[src/logic/starforce_video_pkg.sv]
// widths, tile and pixel structs, layer count and default video timing constants
package starforce_video_pkg;

   // ============================================================
   // widths
   // ============================================================

   localparam int NUM_LAYERS = 3;

   // one row of one bit plane
   typedef logic [7:0] plane_t;
   typedef logic [2:0] color_t;
   // zero is transparent
   typedef logic [1:0] pix_t;
   // layer 0 is the foreground and wins
   typedef logic [1:0] layer_id_t;
   typedef logic [8:0] hcount_t;
   typedef logic [8:0] vcount_t;

   // ============================================================
   // tile and pixel records
   // ============================================================

   typedef struct packed {
      color_t color;
      plane_t plane1;
      plane_t plane0;
   } layer_tile_t;

   // layer[0] sits in the low bits
   typedef struct packed {
      layer_tile_t [NUM_LAYERS-1:0] layer;
   } tile_word_t;

   typedef struct packed {
      layer_id_t layer;
      color_t    color;
      pix_t      pix;
   } pixel_t;

   // ============================================================
   // default timing, about 6 MHz pixels from a 48 MHz clk
   // ============================================================

   localparam int DEF_PIX_DIV      = 8;
   localparam int DEF_H_ACTIVE     = 256;
   localparam int DEF_H_TOTAL      = 384;
   localparam int DEF_H_SYNC_START = 296;
   localparam int DEF_H_SYNC_LEN   = 32;
   localparam int DEF_V_ACTIVE     = 224;
   localparam int DEF_V_TOTAL      = 264;
   localparam int DEF_V_SYNC_START = 236;
   localparam int DEF_V_SYNC_LEN   = 3;
   localparam int DEF_FIFO_DEPTH   = 4;

endpackage

[src/logic/video_timing.sv]
// pixel enable divider, horizontal and vertical counters, sync and blank, tile fetch strobe
module video_timing
   import starforce_video_pkg::*;
#(
   parameter int PIX_DIV      = DEF_PIX_DIV,
   parameter int H_ACTIVE     = DEF_H_ACTIVE,
   parameter int H_TOTAL      = DEF_H_TOTAL,
   parameter int H_SYNC_START = DEF_H_SYNC_START,
   parameter int H_SYNC_LEN   = DEF_H_SYNC_LEN,
   parameter int V_ACTIVE     = DEF_V_ACTIVE,
   parameter int V_TOTAL      = DEF_V_TOTAL,
   parameter int V_SYNC_START = DEF_V_SYNC_START,
   parameter int V_SYNC_LEN   = DEF_V_SYNC_LEN
)
(
   input  logic clk,
   input  logic CR,
   output logic pix_ce_o,
   output logic fetch_o,
   output logic hsync_o,
   output logic vsync_o,
   output logic hblank_o,
   output logic vblank_o
);

   localparam int DIV_W = (PIX_DIV > 1) ? $clog2(PIX_DIV) : 1;

   logic [DIV_W-1:0] div_cnt;
   hcount_t          h_cnt;
   vcount_t          v_cnt;
   logic             h_last;
   logic             v_last;
   logic             group_end;
   logic             next_line_active;

   // ============================================================
   // pixel clock enable
   // ============================================================

   assign pix_ce_o = (div_cnt == DIV_W'(PIX_DIV - 1));

   always_ff @(posedge clk or negedge CR)
   begin
      if (!CR)
         div_cnt <= '0;
      else if (pix_ce_o)
         div_cnt <= '0;
      else
         div_cnt <= div_cnt + 1'b1;
   end

   // ============================================================
   // raster counters, both advance on the pixel enable
   // ============================================================

   assign h_last = (h_cnt == H_TOTAL - 1);
   assign v_last = (v_cnt == V_TOTAL - 1);

   always_ff @(posedge clk or negedge CR)
   begin
      if (!CR)
      begin
         h_cnt <= '0;
         v_cnt <= '0;
      end
      else if (pix_ce_o)
      begin
         if (h_last)
         begin
            h_cnt <= '0;
            v_cnt <= v_last ? '0 : v_cnt + 1'b1;
         end
         else
         begin
            h_cnt <= h_cnt + 1'b1;
         end
      end
   end

   // sampled every clk, so they still describe the pixel just mixed
   // in the strobe clk after the enable (needs PIX_DIV of 2 or more)
   always_ff @(posedge clk or negedge CR)
   begin
      if (!CR)
      begin
         hsync_o  <= 1'b0;
         vsync_o  <= 1'b0;
         hblank_o <= 1'b0;
         vblank_o <= 1'b0;
      end
      else
      begin
         hsync_o  <= (h_cnt >= H_SYNC_START) && (h_cnt < H_SYNC_START + H_SYNC_LEN);
         vsync_o  <= (v_cnt >= V_SYNC_START) && (v_cnt < V_SYNC_START + V_SYNC_LEN);
         hblank_o <= (h_cnt >= H_ACTIVE);
         vblank_o <= (v_cnt >= V_ACTIVE);
      end
   end

   // ============================================================
   // tile fetch, on the last pixel before each active group
   // ============================================================

   // in-line groups end at h = 7, 15 ... H_ACTIVE-9
   assign group_end = (h_cnt[2:0] == 3'd7) && (h_cnt < H_ACTIVE - 8) && (v_cnt < V_ACTIVE);

   // prefetch at end of line belongs to the next line
   assign next_line_active = v_last || (v_cnt < V_ACTIVE - 1);

   assign fetch_o = pix_ce_o && (h_last ? next_line_active : group_end);

   a_h_in_range : assert property (@(posedge clk) disable iff (!CR) h_cnt < H_TOTAL);

endmodule

[src/logic/tile_fifo.sv]
// circular FIFO of tile words with a one clk credit pulse per popped word
module tile_fifo
   import starforce_video_pkg::*;
#(
   parameter int FIFO_DEPTH = DEF_FIFO_DEPTH
)
(
   input  logic       clk,
   input  logic       CR,
   input  tile_word_t tile_i,
   input  logic       tile_valid_i,
   input  logic       pop_i,
   output tile_word_t tile_o,
   output logic       tile_ok_o,
   output logic       credit_o
);

   localparam int PTR_W = (FIFO_DEPTH > 1) ? $clog2(FIFO_DEPTH) : 1;
   localparam int CNT_W = $clog2(FIFO_DEPTH + 1);

   tile_word_t       mem_q [FIFO_DEPTH];
   logic [PTR_W-1:0] wr_ptr;
   logic [PTR_W-1:0] rd_ptr;
   logic [CNT_W-1:0] count;
   logic             empty;
   logic             full;
   logic             push;
   logic             pop;

   // wrap for depths that are not a power of two
   function automatic logic [PTR_W-1:0] ptr_inc(input logic [PTR_W-1:0] ptr);
      if (ptr == PTR_W'(FIFO_DEPTH - 1))
         return '0;
      else
         return ptr + 1'b1;
   endfunction

   assign empty = (count == '0);
   assign full  = (count == CNT_W'(FIFO_DEPTH));
   assign push  = tile_valid_i && !full;
   // a fetch on an empty FIFO is an underrun, nothing leaves
   assign pop   = pop_i && !empty;

   // word storage
   always_ff @(posedge clk)
   begin
      if (push)
         mem_q[wr_ptr] <= tile_i;
   end

   always_ff @(posedge clk or negedge CR)
   begin
      if (!CR)
      begin
         wr_ptr   <= '0;
         rd_ptr   <= '0;
         count    <= '0;
         credit_o <= 1'b0;
      end
      else
      begin
         credit_o <= pop;
         if (push)
            wr_ptr <= ptr_inc(wr_ptr);
         if (pop)
            rd_ptr <= ptr_inc(rd_ptr);
         case ({push, pop})
            2'b10:   count <= count + 1'b1;
            2'b01:   count <= count - 1'b1;
            default: count <= count;
         endcase
      end
   end

   // head word goes straight to the shifters
   assign tile_o    = mem_q[rd_ptr];
   assign tile_ok_o = !empty;

   // source must spend a credit per word, so it never finds the FIFO full
   a_no_push_full : assert property (@(posedge clk) disable iff (!CR) tile_valid_i |-> !full);

endmodule

[src/logic/plane_shifter.sv]
// two-plane load and shift register for one layer, shift direction set by flip
module plane_shifter
   import starforce_video_pkg::*;
(
   input  logic        clk,
   input  logic        CR,
   input  logic        pix_ce_i,
   input  logic        load_i,
   input  layer_tile_t tile_i,
   input  logic        tile_ok_i,
   input  logic        flip_i,
   output pix_t        pix_o,
   output color_t      color_o
);

   // mode as on the paired 4-bit shifters
   // 11 load, 01 shift left, 10 shift right, 00 hold
   logic [1:0]   mode;
   plane_t [1:0] plane_q;
   color_t       color_q;
   logic         flip_q;

   always_comb
   begin
      if (load_i)
         mode = 2'b11;
      else if (!pix_ce_i)
         mode = 2'b00;
      else if (flip_q)
         mode = 2'b10;
      else
         mode = 2'b01;
   end

   always_ff @(posedge clk or negedge CR)
   begin
      if (!CR)
      begin
         plane_q <= '0;
         flip_q  <= 1'b0;
      end
      else
      begin
         case (mode)
            2'b11:
            begin
               // underrun loads a transparent row
               plane_q[1] <= tile_ok_i ? tile_i.plane1 : '0;
               plane_q[0] <= tile_ok_i ? tile_i.plane0 : '0;
               flip_q     <= flip_i;
            end
            2'b01:
            begin
               plane_q[1] <= {plane_q[1][6:0], 1'b0};
               plane_q[0] <= {plane_q[0][6:0], 1'b0};
            end
            2'b10:
            begin
               plane_q[1] <= {1'b0, plane_q[1][7:1]};
               plane_q[0] <= {1'b0, plane_q[0][7:1]};
            end
            default:
            begin
               plane_q <= plane_q;
            end
         endcase
      end
   end

   always_ff @(posedge clk)
   begin
      if (load_i)
         color_q <= tile_ok_i ? tile_i.color : '0;
   end

   // exit end is bit 7, or bit 0 when flipped
   assign pix_o   = flip_q ? {plane_q[1][0], plane_q[0][0]} : {plane_q[1][7], plane_q[0][7]};
   assign color_o = color_q;

   // a load off the pixel enable would slip a row between two shifts
   a_load_on_ce : assert property (@(posedge clk) disable iff (!CR) load_i |-> pix_ce_i);

endmodule

[src/logic/layer_priority.sv]
// priority mixer: first opaque layer wins, registered pixel and strobe, zero in blank
module layer_priority
   import starforce_video_pkg::*;
(
   input  logic                    clk,
   input  logic                    CR,
   input  logic                    pix_ce_i,
   input  logic                    blank_i,
   input  pix_t   [NUM_LAYERS-1:0] pix_i,
   input  color_t [NUM_LAYERS-1:0] color_i,
   output pixel_t                  pixel_o,
   output logic                    pixel_strobe_o
);

   pixel_t win;

   // walk from the back layer forward, lowest opaque index is left
   always_comb
   begin
      win = '0;
      for (int i = NUM_LAYERS - 1; i >= 0; i--)
      begin
         if (pix_i[i] != '0)
         begin
            win.layer = layer_id_t'(i);
            win.color = color_i[i];
            win.pix   = pix_i[i];
         end
      end
   end

   // ============================================================
   // output register
   // ============================================================

   always_ff @(posedge clk or negedge CR)
   begin
      if (!CR)
      begin
         pixel_o        <= '0;
         pixel_strobe_o <= 1'b0;
      end
      else
      begin
         pixel_strobe_o <= pix_ce_i;
         if (pix_ce_i)
            pixel_o <= blank_i ? '0 : win;
      end
   end

endmodule

[src/logic/starforce_video_top.sv]
// video pixel path top level: raster timing, tile FIFO, layer shifters, priority mixer
module starforce_video_top
   import starforce_video_pkg::*;
#(
   parameter int PIX_DIV      = DEF_PIX_DIV,
   parameter int H_ACTIVE     = DEF_H_ACTIVE,
   parameter int H_TOTAL      = DEF_H_TOTAL,
   parameter int H_SYNC_START = DEF_H_SYNC_START,
   parameter int H_SYNC_LEN   = DEF_H_SYNC_LEN,
   parameter int V_ACTIVE     = DEF_V_ACTIVE,
   parameter int V_TOTAL      = DEF_V_TOTAL,
   parameter int V_SYNC_START = DEF_V_SYNC_START,
   parameter int V_SYNC_LEN   = DEF_V_SYNC_LEN,
   parameter int FIFO_DEPTH   = DEF_FIFO_DEPTH
)
(
   input  logic       clk,
   input  logic       CR,
   input  tile_word_t tile_i,
   input  logic       tile_valid_i,
   input  logic       flip_i,
   output logic       credit_o,
   output pixel_t     pixel_o,
   output logic       pixel_strobe_o,
   output logic       hsync_o,
   output logic       vsync_o,
   output logic       hblank_o,
   output logic       vblank_o
);

   logic                    pix_ce;
   logic                    fetch;
   tile_word_t              head_tile;
   logic                    head_ok;
   pix_t   [NUM_LAYERS-1:0] layer_pix;
   color_t [NUM_LAYERS-1:0] layer_color;

   // ============================================================
   // raster timing
   // ============================================================

   video_timing #(
      .PIX_DIV      (PIX_DIV),
      .H_ACTIVE     (H_ACTIVE),
      .H_TOTAL      (H_TOTAL),
      .H_SYNC_START (H_SYNC_START),
      .H_SYNC_LEN   (H_SYNC_LEN),
      .V_ACTIVE     (V_ACTIVE),
      .V_TOTAL      (V_TOTAL),
      .V_SYNC_START (V_SYNC_START),
      .V_SYNC_LEN   (V_SYNC_LEN)
   ) video_timing_i (
      .clk      (clk),
      .CR       (CR),
      .pix_ce_o (pix_ce),
      .fetch_o  (fetch),
      .hsync_o  (hsync_o),
      .vsync_o  (vsync_o),
      .hblank_o (hblank_o),
      .vblank_o (vblank_o)
   );

   // tile words in, one credit back per word taken by a fetch
   tile_fifo #(
      .FIFO_DEPTH (FIFO_DEPTH)
   ) tile_fifo_i (
      .clk          (clk),
      .CR           (CR),
      .tile_i       (tile_i),
      .tile_valid_i (tile_valid_i),
      .pop_i        (fetch),
      .tile_o       (head_tile),
      .tile_ok_o    (head_ok),
      .credit_o     (credit_o)
   );

   // ============================================================
   // one shifter pair per layer
   // ============================================================

   for (genvar i = 0; i < NUM_LAYERS; i++)
   begin : g_layer
      plane_shifter plane_shifter_i (
         .clk       (clk),
         .CR        (CR),
         .pix_ce_i  (pix_ce),
         .load_i    (fetch),
         .tile_i    (head_tile.layer[i]),
         .tile_ok_i (head_ok),
         .flip_i    (flip_i),
         .pix_o     (layer_pix[i]),
         .color_o   (layer_color[i])
      );
   end

   layer_priority layer_priority_i (
      .clk            (clk),
      .CR             (CR),
      .pix_ce_i       (pix_ce),
      .blank_i        (hblank_o | vblank_o),
      .pix_i          (layer_pix),
      .color_i        (layer_color),
      .pixel_o        (pixel_o),
      .pixel_strobe_o (pixel_strobe_o)
   );

endmodule

[config.mk]
export PLATFORM = sky130hd
export DESIGN_NAME = starforce_video_top
export DESIGN_NICKNAME = d
export VERILOG_FILES = /design/src/logic/starforce_video_pkg.sv /design/src/logic/video_timing.sv /design/src/logic/tile_fifo.sv /design/src/logic/plane_shifter.sv /design/src/logic/layer_priority.sv /design/src/logic/starforce_video_top.sv
export SDC_FILE = /design/constraint.sdc
export NUM_CORES = 1
export LEC_CHECK = 0
export ABC_AREA = 1
export BUFFER_PORTS_ARGS = -buffer_cell sky130_fd_sc_hd__buf_2
export CORE_MARGIN = 10
export CORE_UTILIZATION = 45
export CTS_BUF_LIST = sky130_fd_sc_hd__clkbuf_4 sky130_fd_sc_hd__clkbuf_8
export DETAILED_ROUTE_END_ITERATION = 16
export HOLD_SLACK_MARGIN = 0.05
export RECOVER_POWER = 50
export SETUP_SLACK_MARGIN = 0.1
export SYNTH_ARGS = -nofsm -noshare
export SYNTH_HDL_FRONTEND = slang
export SYNTH_HIERARCHICAL = 1
export SYNTH_SLANG_ARGS = --single-unit
[constraint.sdc]
create_clock -name clk -period 10.15 [get_ports clk]
set_input_delay 2.03 -clock clk [delete_from_list [all_inputs] [get_ports clk]]
set_output_delay 2.03 -clock clk [all_outputs]
set_load 0.005 [all_outputs]
==> results of run 1 <==
## synthesized netlist by cell type
master and n:
a21oi_1 11, buf_2 21, buf_4 10, buf_6 33, buf_8 2, clkbuf_1 1, clkbuf_2 3, dfrtp_1 92
edfxtp_1 237, fa_1 1, ha_1 25, inv_1 190, inv_2 10, inv_4 1, nand2_1 452, nand2_2 1
nand3_1 143, nand3_4 1, nand4_1 3, nor2_1 148, nor2_2 2, nor2_4 4, nor3_1 1, o211ai_1 32
o211ai_2 82, o21a_1 1, o21ai_0 11, o21ai_1 1, o21ai_2 1, o21bai_1 2, xnor2_1 3, xor2_1 2
## kinds of logic (layout without fill, tap and decap cells)
group,Yosys count,count (layout),share of synthesized area [%]
xor+xnor,5,5,0.280
flops,329,329,60.2
buf+inv,271,386,8.68
other cells,0,1,0
fa+ha+maj,26,26,2.13
simple gates,755,755,19.6
compound gates,141,141,9.03
## report_power, final
| group | switching [mW] | internal (mW) |
|---|---|---|
| clock network | 0.512 | 0.710 |
| registers | 0.0494 | 1.66 |
| logic | 0.295 | 0.105 |
| total | 0.857 | 2.47 |
## flip-flops by register name (all words and copies together) (netlist names), 2 cells and up
signal and cells:
video_timing_i/div_cnt 3, tile_fifo_i/rd_ptr 2, video_timing_i/h_cnt 9, g_layer.plane_shifter_i/color_o 9
tile_fifo_i/count 3, g_layer.plane_shifter_i/plane_q 48, tile_fifo_i/wr_ptr 2, layer_priority_i/pixel_o 7
tile_fifo_i/mem_q 228, video_timing_i/v_cnt 9, g_layer.plane_shifter_i/flip_q 3
## final timing paths
check / from / end / slack, ps / depth (start not counted)
max: tile_fifo_i/rd_ptr[1]$_DFFE_PN0P_ / g_layer[1].plane_shifter_i/plane_q[2]$_DFFE_PN0P_ / 4750 / 7
min: video_timing_i/h_cnt[8]$_DFFE_PN0P_ / video_timing_i/hblank_o$_DFF_PN0_ / 430 / 0
max reg2reg: tile_fifo_i/rd_ptr[1]$_DFFE_PN0P_ / g_layer[1].plane_shifter_i/plane_q[2]$_DFFE_PN0P_ / 4750 / 7
min reg2reg: video_timing_i/h_cnt[8]$_DFFE_PN0P_ / video_timing_i/hblank_o$_DFF_PN0_ / 430 / 0
max in group asynchronous: CR / tile_fifo_i/rd_ptr[0]$_DFFE_PN0P_ / 6280 / 2
min in group asynchronous: CR / video_timing_i/hsync_o$_DFF_PN0_ / 2100 / 1
## cell usage in the layout, fill, tap and decap left out, types with 2 or more instances in the layout
master,count
buf_4,9
buf_2,14
nand4_1,3
ha_1,25
clkbuf_8,65
clkbuf_4,29
edfxtp_1,237
xor2_1,2
xnor2_1,3
clkbuf_1,59
inv_2,7
o211ai_1,32
clkinv_1,5
clkinv_2,3
o211ai_2,82
nand2_1,452
inv_1,193
nand3_1,143
nor2_1,147
o21bai_1,2
dfrtp_1,91
o21ai_0,13
a21oi_1,11
nor2_4,6
## per-layer routing
layer | share of wire [%] | global-route usage [%] | vias up
met5 | 0.053 | 0 | -
met4 | 1.5 | 4.17 | 2
met3 | 4.4 | 3.43 | 48
met2 | 47 | 24.6 | 143
met1 | 47 | 20.5 | 4906
li1 | - | - | 5177
## critical path, cell delays in order (launching register included)
cell        delay [ps]
dfrtp_1           1020
clkinvlp_2        2730
o211ai_1           930
nand2_1            160
nand3_1            130
nand2_1             80
nor2_1             120
nor2_1              40
## metrics by stage
| stage | instance area, µm² | util (%) | instances | total power, mW | hold slack, ps |
|---|---|---|---|---|---|
| global route | 17100 | 49.8 | 2097 | 3.50 | 455 |
| finish | 17100 | 49.8 | 2098 | 3.33 | 434 |
| detailed placement | 16100 | 46.7 | 1994 | 2.15 | 418 |
| CTS | 17300 | 50.1 | 2097 | 3.39 | 441 |
| floorplan | 15600 | - | 1527 | 2.00 | 403 |
| global placement | 16100 | 46.7 | 1994 | 2.14 | 411 |
## layout make-up
class	count	area (µm²)	area share [%]
tap	455	569	3.32
timing repair buffer	82	359	2.09
inverter	201	756	4.41
sequential	329	9420	54.9
clock inverter	9	63.8	0.372
clock buffer	94	1110	6.49
antenna	1	2.50	0.0146
multi-input combinational	927	4860	28.4
==> impl_metrics.tcl, run 1 <==
set metrics [dict create \
    slew_viol_final 99 \
    io_buffers 73 \
    fin_crit_sh_pct 53.2 \
    maxCapViolations 2 \
    failed_checks "max-capacitance violations, max-slew violations" \
    synthCells 1527 \
    fin_skew_ps 24.2 \
    ir_drop_mv 0.103 \
    syn_avg_cell_area_um2 10.2 \
    initial_core_util_pct 45.4 \
    dr.pass1.iters 5 \
    die_h_um 206 \
    place_ws_ps 5850 \
    cts-root-buf "clkbuf_8" \
    worstPathMaxFanout 57 \
    power_leakage_nw 7.39 \
    syn2layout_area_growth_pct 9.66 \
    min_path_type "register to register" \
    antenna_found_initial 2 \
    vias 10300 \
    synth-seq-cells 329 \
    fmax_mhz 185 \
    status "finished, violations left" \
    post_cts_buffers 0 \
    drive_gt1_share_pct 13.5 \
    yosys.cell_types.count 32 \
    worstPathArrival_ps 5880 \
    fillers 3158 \
    drt-initial-drc-count 766 \
    drc 0 \
    num_io_pins 74 \
    crit_path_start_kind "register" \
    cts_max_level 2 \
    postCtsHoldBufs 0 \
    fin_crit_ps 5400 \
    endpoint_kind "register" \
    drtAntennaViolNets 0 \
    clk_pin_slew_ps 60 \
    synth_top_cells_by_area "edfxtp_1 (46%), dfrtp_1 (15%), nand2_1 (11%)" \
    gp_congestion 0.784 \
    dp_hpwl_um 19100 \
    hold_viol 0 \
    grt_max_degree 93 \
    nets 1683 \
    rows 68 \
    ys_seq_area_share_pct 60.2 \
    track_usage_pct 15.3 \
    setup_tns_ps 0 \
    grt-ovfl-total 0 \
    cts.sinks 329 \
    grt_pass1_wl_um 52700 \
    cellPowerDensity_nw_per_um2 194 \
    tritoncts "yes" \
    synth_top_cell_area_share_pct 45.5 \
    cts_buffers 55 \
    postRouteWirelength_um 32200 \
    wl_per_cell_um 15.4 \
    relSlewSlack_pct -104 \
    worstPathRequired_ps 10630 \
    post_cts_resized 0 \
    coreArea_um2 34500 \
    yosysWarnings 6 \
    die-area_um2 42600 \
    tightest_slew_ps 3040 \
    synth_fp_nets 1614 \
    avgViaCountPerCell 4.90 \
    post-synth-top-area-cell "edfxtp_1" \
    fin_ws_ps 4750 \
    synthesis.area_um2 15600 \
    grt_pass1_vias 10100 \
    rsz0062_at_grt "false" \
    cts_max_path_buffers 3 \
    die_width_um 206 \
    crit_type "register to register" \
    clkLatencyLatePin_ps 600 \
    finalSetupViolations 0 \
]
(Power assumes the default switching activity.)
==> run 2, diff against run 1 <==
==> constraint.sdc (replaced) <==
create_clock -name clk -period 4.69 [get_ports clk]
set_input_delay 0.938 -clock clk [delete_from_list [all_inputs] [get_ports clk]]
set_output_delay 0.938 -clock clk [all_outputs]
set_load 0.005 [all_outputs]
==> run 2 against run 1 <==
The run still ends with max-capacitance violations, max-slew violations left; sequential share of layout area barely moved; via count is essentially flat; combinational power grew 110%; critical path depth grew 9; setup slack got worse by 3600 ps; count of clock-buffer cells in the layout decreased by 8; sequential cell count is the same; power rose by 110%; critical path type unchanged.
==> impl_metrics.tcl, run 2 (same netlist as run 1, synthesis figures left out) <==
set metrics [dict create \
    status "finished, violations left" \
    failed_checks "max-capacitance violations, max-slew violations" \
    fillers 3147 \
    power_leakage_nw 7.38 \
    grt_pass1_wl_um 53600 \
    r2r-end "g_layer[0].plane_shifter_i/plane_q[6]$_DFFE_PN0P_" \
    switching_share_pct 26.3 \
    dr.pass1.iters 5 \
    cts-root-buf "clkbuf_8" \
    largest_reg_flops 228 \
    regMostFlops "tile_fifo_i/mem_q" \
    postCtsHoldBufs 0 \
    p_int_mw 5.22 \
    rows 68 \
    fin_ws_ps 1130 \
    fin_hold_ws_ps 439 \
    maxCapViolations 1 \
    tritoncts "yes" \
    num_io_pins 74 \
    antenna_found_initial 3 \
    crit_path_start_kind "register" \
    min_path_type "register to register" \
    postRouteWirelength_um 32500 \
    post_cts_buffers 0 \
    tightest_slew_ps 1900 \
    finalSetupViolations 0 \
    drt-initial-drc-count 604 \
    die-area_um2 42600 \
    r2r_cells 16 \
    wl_per_cell_um 15.5 \
    relSlewSlack_pct -26.9 \
    setup_tns_ps 0 \
    combPwrFrac_pct 12.1 \
    avgViaCountPerCell 4.88 \
    p_seq_share_pct 52.3 \
    drc 0 \
    cts_buffers 55 \
    dp_hpwl_um 19400 \
    clkLatencyLatePin_ps 630 \
    worstPathArrival_ps 4070 \
    die_width_um 206 \
    worstPathMaxFanout 26 \
    reg_top3 "tile_fifo_i/mem_q x228, g_layer.plane_shifter_i/plane_q x48" \
    fmax_mhz 281 \
    cts_max_level 2 \
    io_buffers 73 \
    fin_skew_ps 22.5 \
    layout_common_cells "nand2_1 (452), edfxtp_1 (237), inv_1 (191), nor2_1 (145), nand3_1 (142)" \
    post_cts_resized 0 \
    ir_drop_mv 0.217 \
    cts_max_path_buffers 3 \
    syn2layout_area_growth_pct 9.73 \
    p_switching_mw 1.86 \
    r2r_slack_ps 1130 \
    drtAntennaViolNets 0 \
    fin_crit_ps 3560 \
    worstPathRequired_ps 5200 \
    vias 10300 \
    grt-ovfl-total 0 \
    gp_congestion 0.810 \
    seqCellArea_um2 9430 \
    endpoint_kind "register" \
    coreArea_um2 34500 \
    setup.worst_path.end "g_layer[0].plane_shifter_i/plane_q[6]$_DFFE_PN0P_" \
    place_ws_ps 1400 \
    grt_max_degree 128 \
    cts.sinks 329 \
    grt_pass1_vias 10200 \
    crit_type "register to register" \
    rsz0062_at_grt "false" \
    nets 1687 \
    pwr-share-clk_pct 35.6 \
    slew_viol_final 72 \
    clk_pin_slew_ps 60 \
    track_usage_pct 15.7 \
    drive_gt1_share_pct 13.8 \
    critPathLaunch "video_timing_i/div_cnt[0]$_DFF_PN0_" \
    initial_core_util_pct 45.4 \
    layout_commonest_cell "nand2_1" \
    die_h_um 206 \
    multi_input_area_um2 4890 \
    timing.rr.start "video_timing_i/div_cnt[0]$_DFF_PN0_" \
    fin_crit_sh_pct 75.9 \
    cellPowerDensity_nw_per_um2 412 \
    hold_viol 0 \
]
[run 2: final cells by class]
class | instances | area share [%]
multi-input combinational | 927 | 28.5
clock buffer | 86 | 6.02
tap | 455 | 3.32
antenna | 2 | 0.0292
timing repair buffer | 86 | 2.31
sequential | 329 | 54.9
clock inverter | 18 | 0.481
inverter | 201 | 4.41
[run 2: worst max-delay path, cell delays in order (launching register included)]
cell and delay, ps:
dfrtp_1 360, ha_1 150, ha_1 160, clkbuf_1 580, nand3_1 150, nor2_1 130, nand2_1 60, nand2_1 50
nand2_1 50, inv_1 270, a21oi_1 140, ha_1 680, inv_2 310, nand3_1 160, nand2_1 70, nor2_1 90
nor2_1 50
[run 2: worst min path at each step]
stage | from | endpoint | depth (start not counted)
after CTS | video_timing_i/div_cnt[0]$_DFF_PN0_ | video_timing_i/div_cnt[0]$_DFF_PN0_ | 1
after detailed placement | video_timing_i/div_cnt[0]$_DFF_PN0_ | video_timing_i/div_cnt[0]$_DFF_PN0_ | 1
final | video_timing_i/div_cnt[0]$_DFF_PN0_ | video_timing_i/div_cnt[0]$_DFF_PN0_ | 1
after global routing | video_timing_i/div_cnt[0]$_DFF_PN0_ | video_timing_i/div_cnt[0]$_DFF_PN0_ | 1
after global placement | video_timing_i/div_cnt[0]$_DFF_PN0_ | video_timing_i/div_cnt[0]$_DFF_PN0_ | 1
after floorplan | video_timing_i/div_cnt[0]$_DFF_PN0_ | video_timing_i/div_cnt[0]$_DFF_PN0_ | 1
[run 2: metrics by stage]
stage / area [µm²] / std cells / power (mW) / utilization, %
finish: 17200 / 2104 / 7.08 / 49.8
global route: 17200 / 2103 / 7.45 / 49.8
CTS: 17200 / 2102 / 7.20 / 50.0
detailed placement: 16100 / 1998 / 4.64 / 46.8
global placement: 16100 / 1998 / 4.63 / 46.8
floorplan: 15600 / 1527 / 4.32 / -
[run 2: power groups by stage]
stage	combinational, mW	clock (mW)	sequential [mW]
3_5_place_dp	0.883	0	3.76
4_1_cts	0.889	2.61	3.70
3_3_place_gp	0.880	0	3.75
6_report	0.855	2.52	3.70
2_1_floorplan	0.560	0	3.76
5_1_grt	0.983	2.73	3.73
[run 2: layer usage]
layer | up-vias | share of wire (%) | GRT usage [%]
met1 | 4861 | 46 | 20.5
met4 | 0 | 2.0 | 5.08
li1 | 5189 | - | -
met3 | 46 | 4.3 | 3.31
met2 | 179 | 48 | 25.7
met5 | - | 0 | 0
==> run 3, diff against run 2 <==
==> constraint.sdc (replaced) <==
create_clock -name clk -period 3.1 [get_ports clk]
set_input_delay 0.62 -clock clk [delete_from_list [all_inputs] [get_ports clk]]
set_output_delay 0.62 -clock clk [all_outputs]
set_load 0.005 [all_outputs]
==> run 3 against run 2 <==
The flow still finishes with violations (max-capacitance violations, max-slew violations); die area is the same; combinational power is 58% higher; global-route usage hardly changed; sequential share of layout area shrank 0.76 points; via count grew 1.8%; maximum frequency is 25% higher; setup slack worse by 880 ps; power is 51% higher; wire length grew 2.3%; sequential cell count is the same; critical endpoint is now g_layer[1].plane_shifter_i/plane_q[3]$_DFFE_PN0P_.
==> impl_metrics.tcl, run 3 (same netlist as run 1, synthesis figures left out) <==
set metrics [dict create \
    initial_core_util_pct 45.4 \
    dp_cells 2011 \
    track_usage_pct 15.7 \
    failed_checks "max-capacitance violations, max-slew violations" \
    tritoncts "yes" \
    drc 0 \
    reg_top3 "tile_fifo_i/mem_q x228, g_layer.plane_shifter_i/plane_q x48" \
    worstPathArrival_ps 3370 \
    cts.sinks 329 \
    layout_commonest_cell "nand2_1" \
    avgViaCountPerCell 4.94 \
    maxCapViolations 1 \
    finalSetupViolations 0 \
    r2r_slack_ps 250 \
    largest_reg_flops 228 \
    fin_skew_ps 21.7 \
    worstPathMaxFanout 11 \
    endpoint_kind "register" \
    crit_type "register to register" \
    ir_drop_mv 0.276 \
    r2r_cells 17 \
    crit_path_start_kind "register" \
    drt-initial-drc-count 561 \
    clk_pin_slew_ps 60 \
    whs_path_depth 1 \
    dp_hpwl_um 20700 \
    timing.rr.start "video_timing_i/v_cnt[0]$_DFFE_PN0P_" \
    cts_max_path_buffers 3 \
    cts-root-buf "clkbuf_8" \
    fmax_mhz 351 \
    io_buffers 73 \
    fin_crit_ps 2850 \
    regMostFlops "tile_fifo_i/mem_q" \
    coreArea_um2 34500 \
    die-area_um2 42600 \
    dr.pass1.iters 5 \
    slew_viol_final 63 \
    status "finished, violations left" \
    die_width_um 206 \
    fin_cells 2118 \
    vias 10500 \
    r2r-end "g_layer[1].plane_shifter_i/plane_q[3]$_DFFE_PN0P_" \
    antenna_found_initial 2 \
    grt_pass1_wl_um 53800 \
    rsz0062_at_grt "true" \
    syn2layout_area_growth_pct 11.3 \
    power_leakage_nw 7.46 \
    nets 1705 \
    rows 68 \
    cts_max_level 2 \
    drive_gt1_share_pct 15.2 \
    hp-start "tile_i[38]" \
    drtAntennaViolNets 0 \
    grt_max_degree 77 \
    postRouteWirelength_um 33300 \
    num_io_pins 74 \
    gp_congestion 0.873 \
    grt-ovfl-total 0 \
    clkLatencyLatePin_ps 600 \
    relSlewSlack_pct -13.4 \
    worstPathRequired_ps 3620 \
    postCtsHoldBufs 0 \
    hold_viol 0 \
    fin_util_pct 50.5 \
    cts_buffers 55 \
    fin_crit_sh_pct 91.8 \
    min_path_type "primary input to register" \
    grt_pass1_vias 10200 \
    holdPathEnd "tile_fifo_i/mem_q[0][38]$_DFFE_PP_" \
    layout_common_cells "nand2_1 (451), edfxtp_1 (237), inv_1 (190), nor2_1 (144), nand3_1 (142)" \
    wl_per_cell_um 15.7 \
    cellPowerDensity_nw_per_um2 613 \
    die_h_um 206 \
    tightest_slew_ps 1700 \
]
[run 3: worst max path at each step]
stage | start | endpoint | cells past startpoint
final | video_timing_i/v_cnt[0]$_DFFE_PN0P_ | g_layer[1].plane_shifter_i/plane_q[3]$_DFFE_PN0P_ | 17
after global routing | video_timing_i/v_cnt[0]$_DFFE_PN0P_ | g_layer[1].plane_shifter_i/plane_q[3]$_DFFE_PN0P_ | 17
after CTS | video_timing_i/v_cnt[0]$_DFFE_PN0P_ | g_layer[2].plane_shifter_i/plane_q[1]$_DFFE_PN0P_ | 17
after detailed placement | video_timing_i/v_cnt[0]$_DFFE_PN0P_ | g_layer[2].plane_shifter_i/plane_q[1]$_DFFE_PN0P_ | 17
after global placement | video_timing_i/v_cnt[0]$_DFFE_PN0P_ | g_layer[2].plane_shifter_i/plane_q[9]$_DFFE_PN0P_ | 17
after floorplan | tile_valid_i | tile_fifo_i/mem_q[0][0]$_DFFE_PP_ | 2
[run 3: final cells by class]
cell class | instances | area (µm²)
diodes | 1 | 2.50
flip-flops and latches | 329 | 9430
clock inverters | 18 | 81.3
well taps | 455 | 569
inverters | 201 | 768
fillers | 3145 | 17100
repair inverters | 1 | 5.00
multi-input cells | 927 | 4930
repair buffers | 103 | 616
clock buffers | 83 | 998
[run 3: per-stage QoR]
stage	hold WS [ps]	power, mW	worst slack [ps]	setup TNS [ps]	instance area (µm²)
global route	255	11.2	72.5	0	17400
global placement	413	7.04	324	0	16300
floorplan	324	6.54	-529	-120540	15600
CTS	142	10.8	237	0	17400
detailed placement	416	7.08	256	0	16300
finish	287	10.7	253	0	17400
[run 3: repair_timing]
action | 4_1_cts | 5_1_grt
setup buffers | 0 | 4
endpoints found under the setup margin | 0 | 49
hold endpoints to repair | 0 | 0
resized for setup | 0 | 18
[run 3: worst max-delay path: stages (launching register included)]
cell        delay, ps
dfrtp_1           440
ha_1              270
nand2_1           110
inv_1              50
nand2_1            50
nor2_1             60
nor2_1             80
nand2_1            60
nand2_2           110
clkinvlp_4        250
a21oi_2           240
inv_1             100
ha_2              390
buf_4             200
nand3_1           110
nand2_1           110
nor2_1             50
nor2_1             80
[run 3: report_power, final]
group / internal [mW] / switching, mW
logic: 0.379 / 0.975
registers: 5.42 / 0.165
clock network: 2.05 / 1.68
[run 3: metal layers]
| metal | vias up | global-route usage, % | share of wire (%) |
|---|---|---|---|
| met5 | - | 0 | 0.051 |
| met3 | 61 | 3.31 | 5.0 |
| li1 | 5225 | - | - |
| met1 | 4980 | 20.9 | 46 |
| met4 | 2 | 4.48 | 2.0 |
| met2 | 190 | 25.4 | 47 |
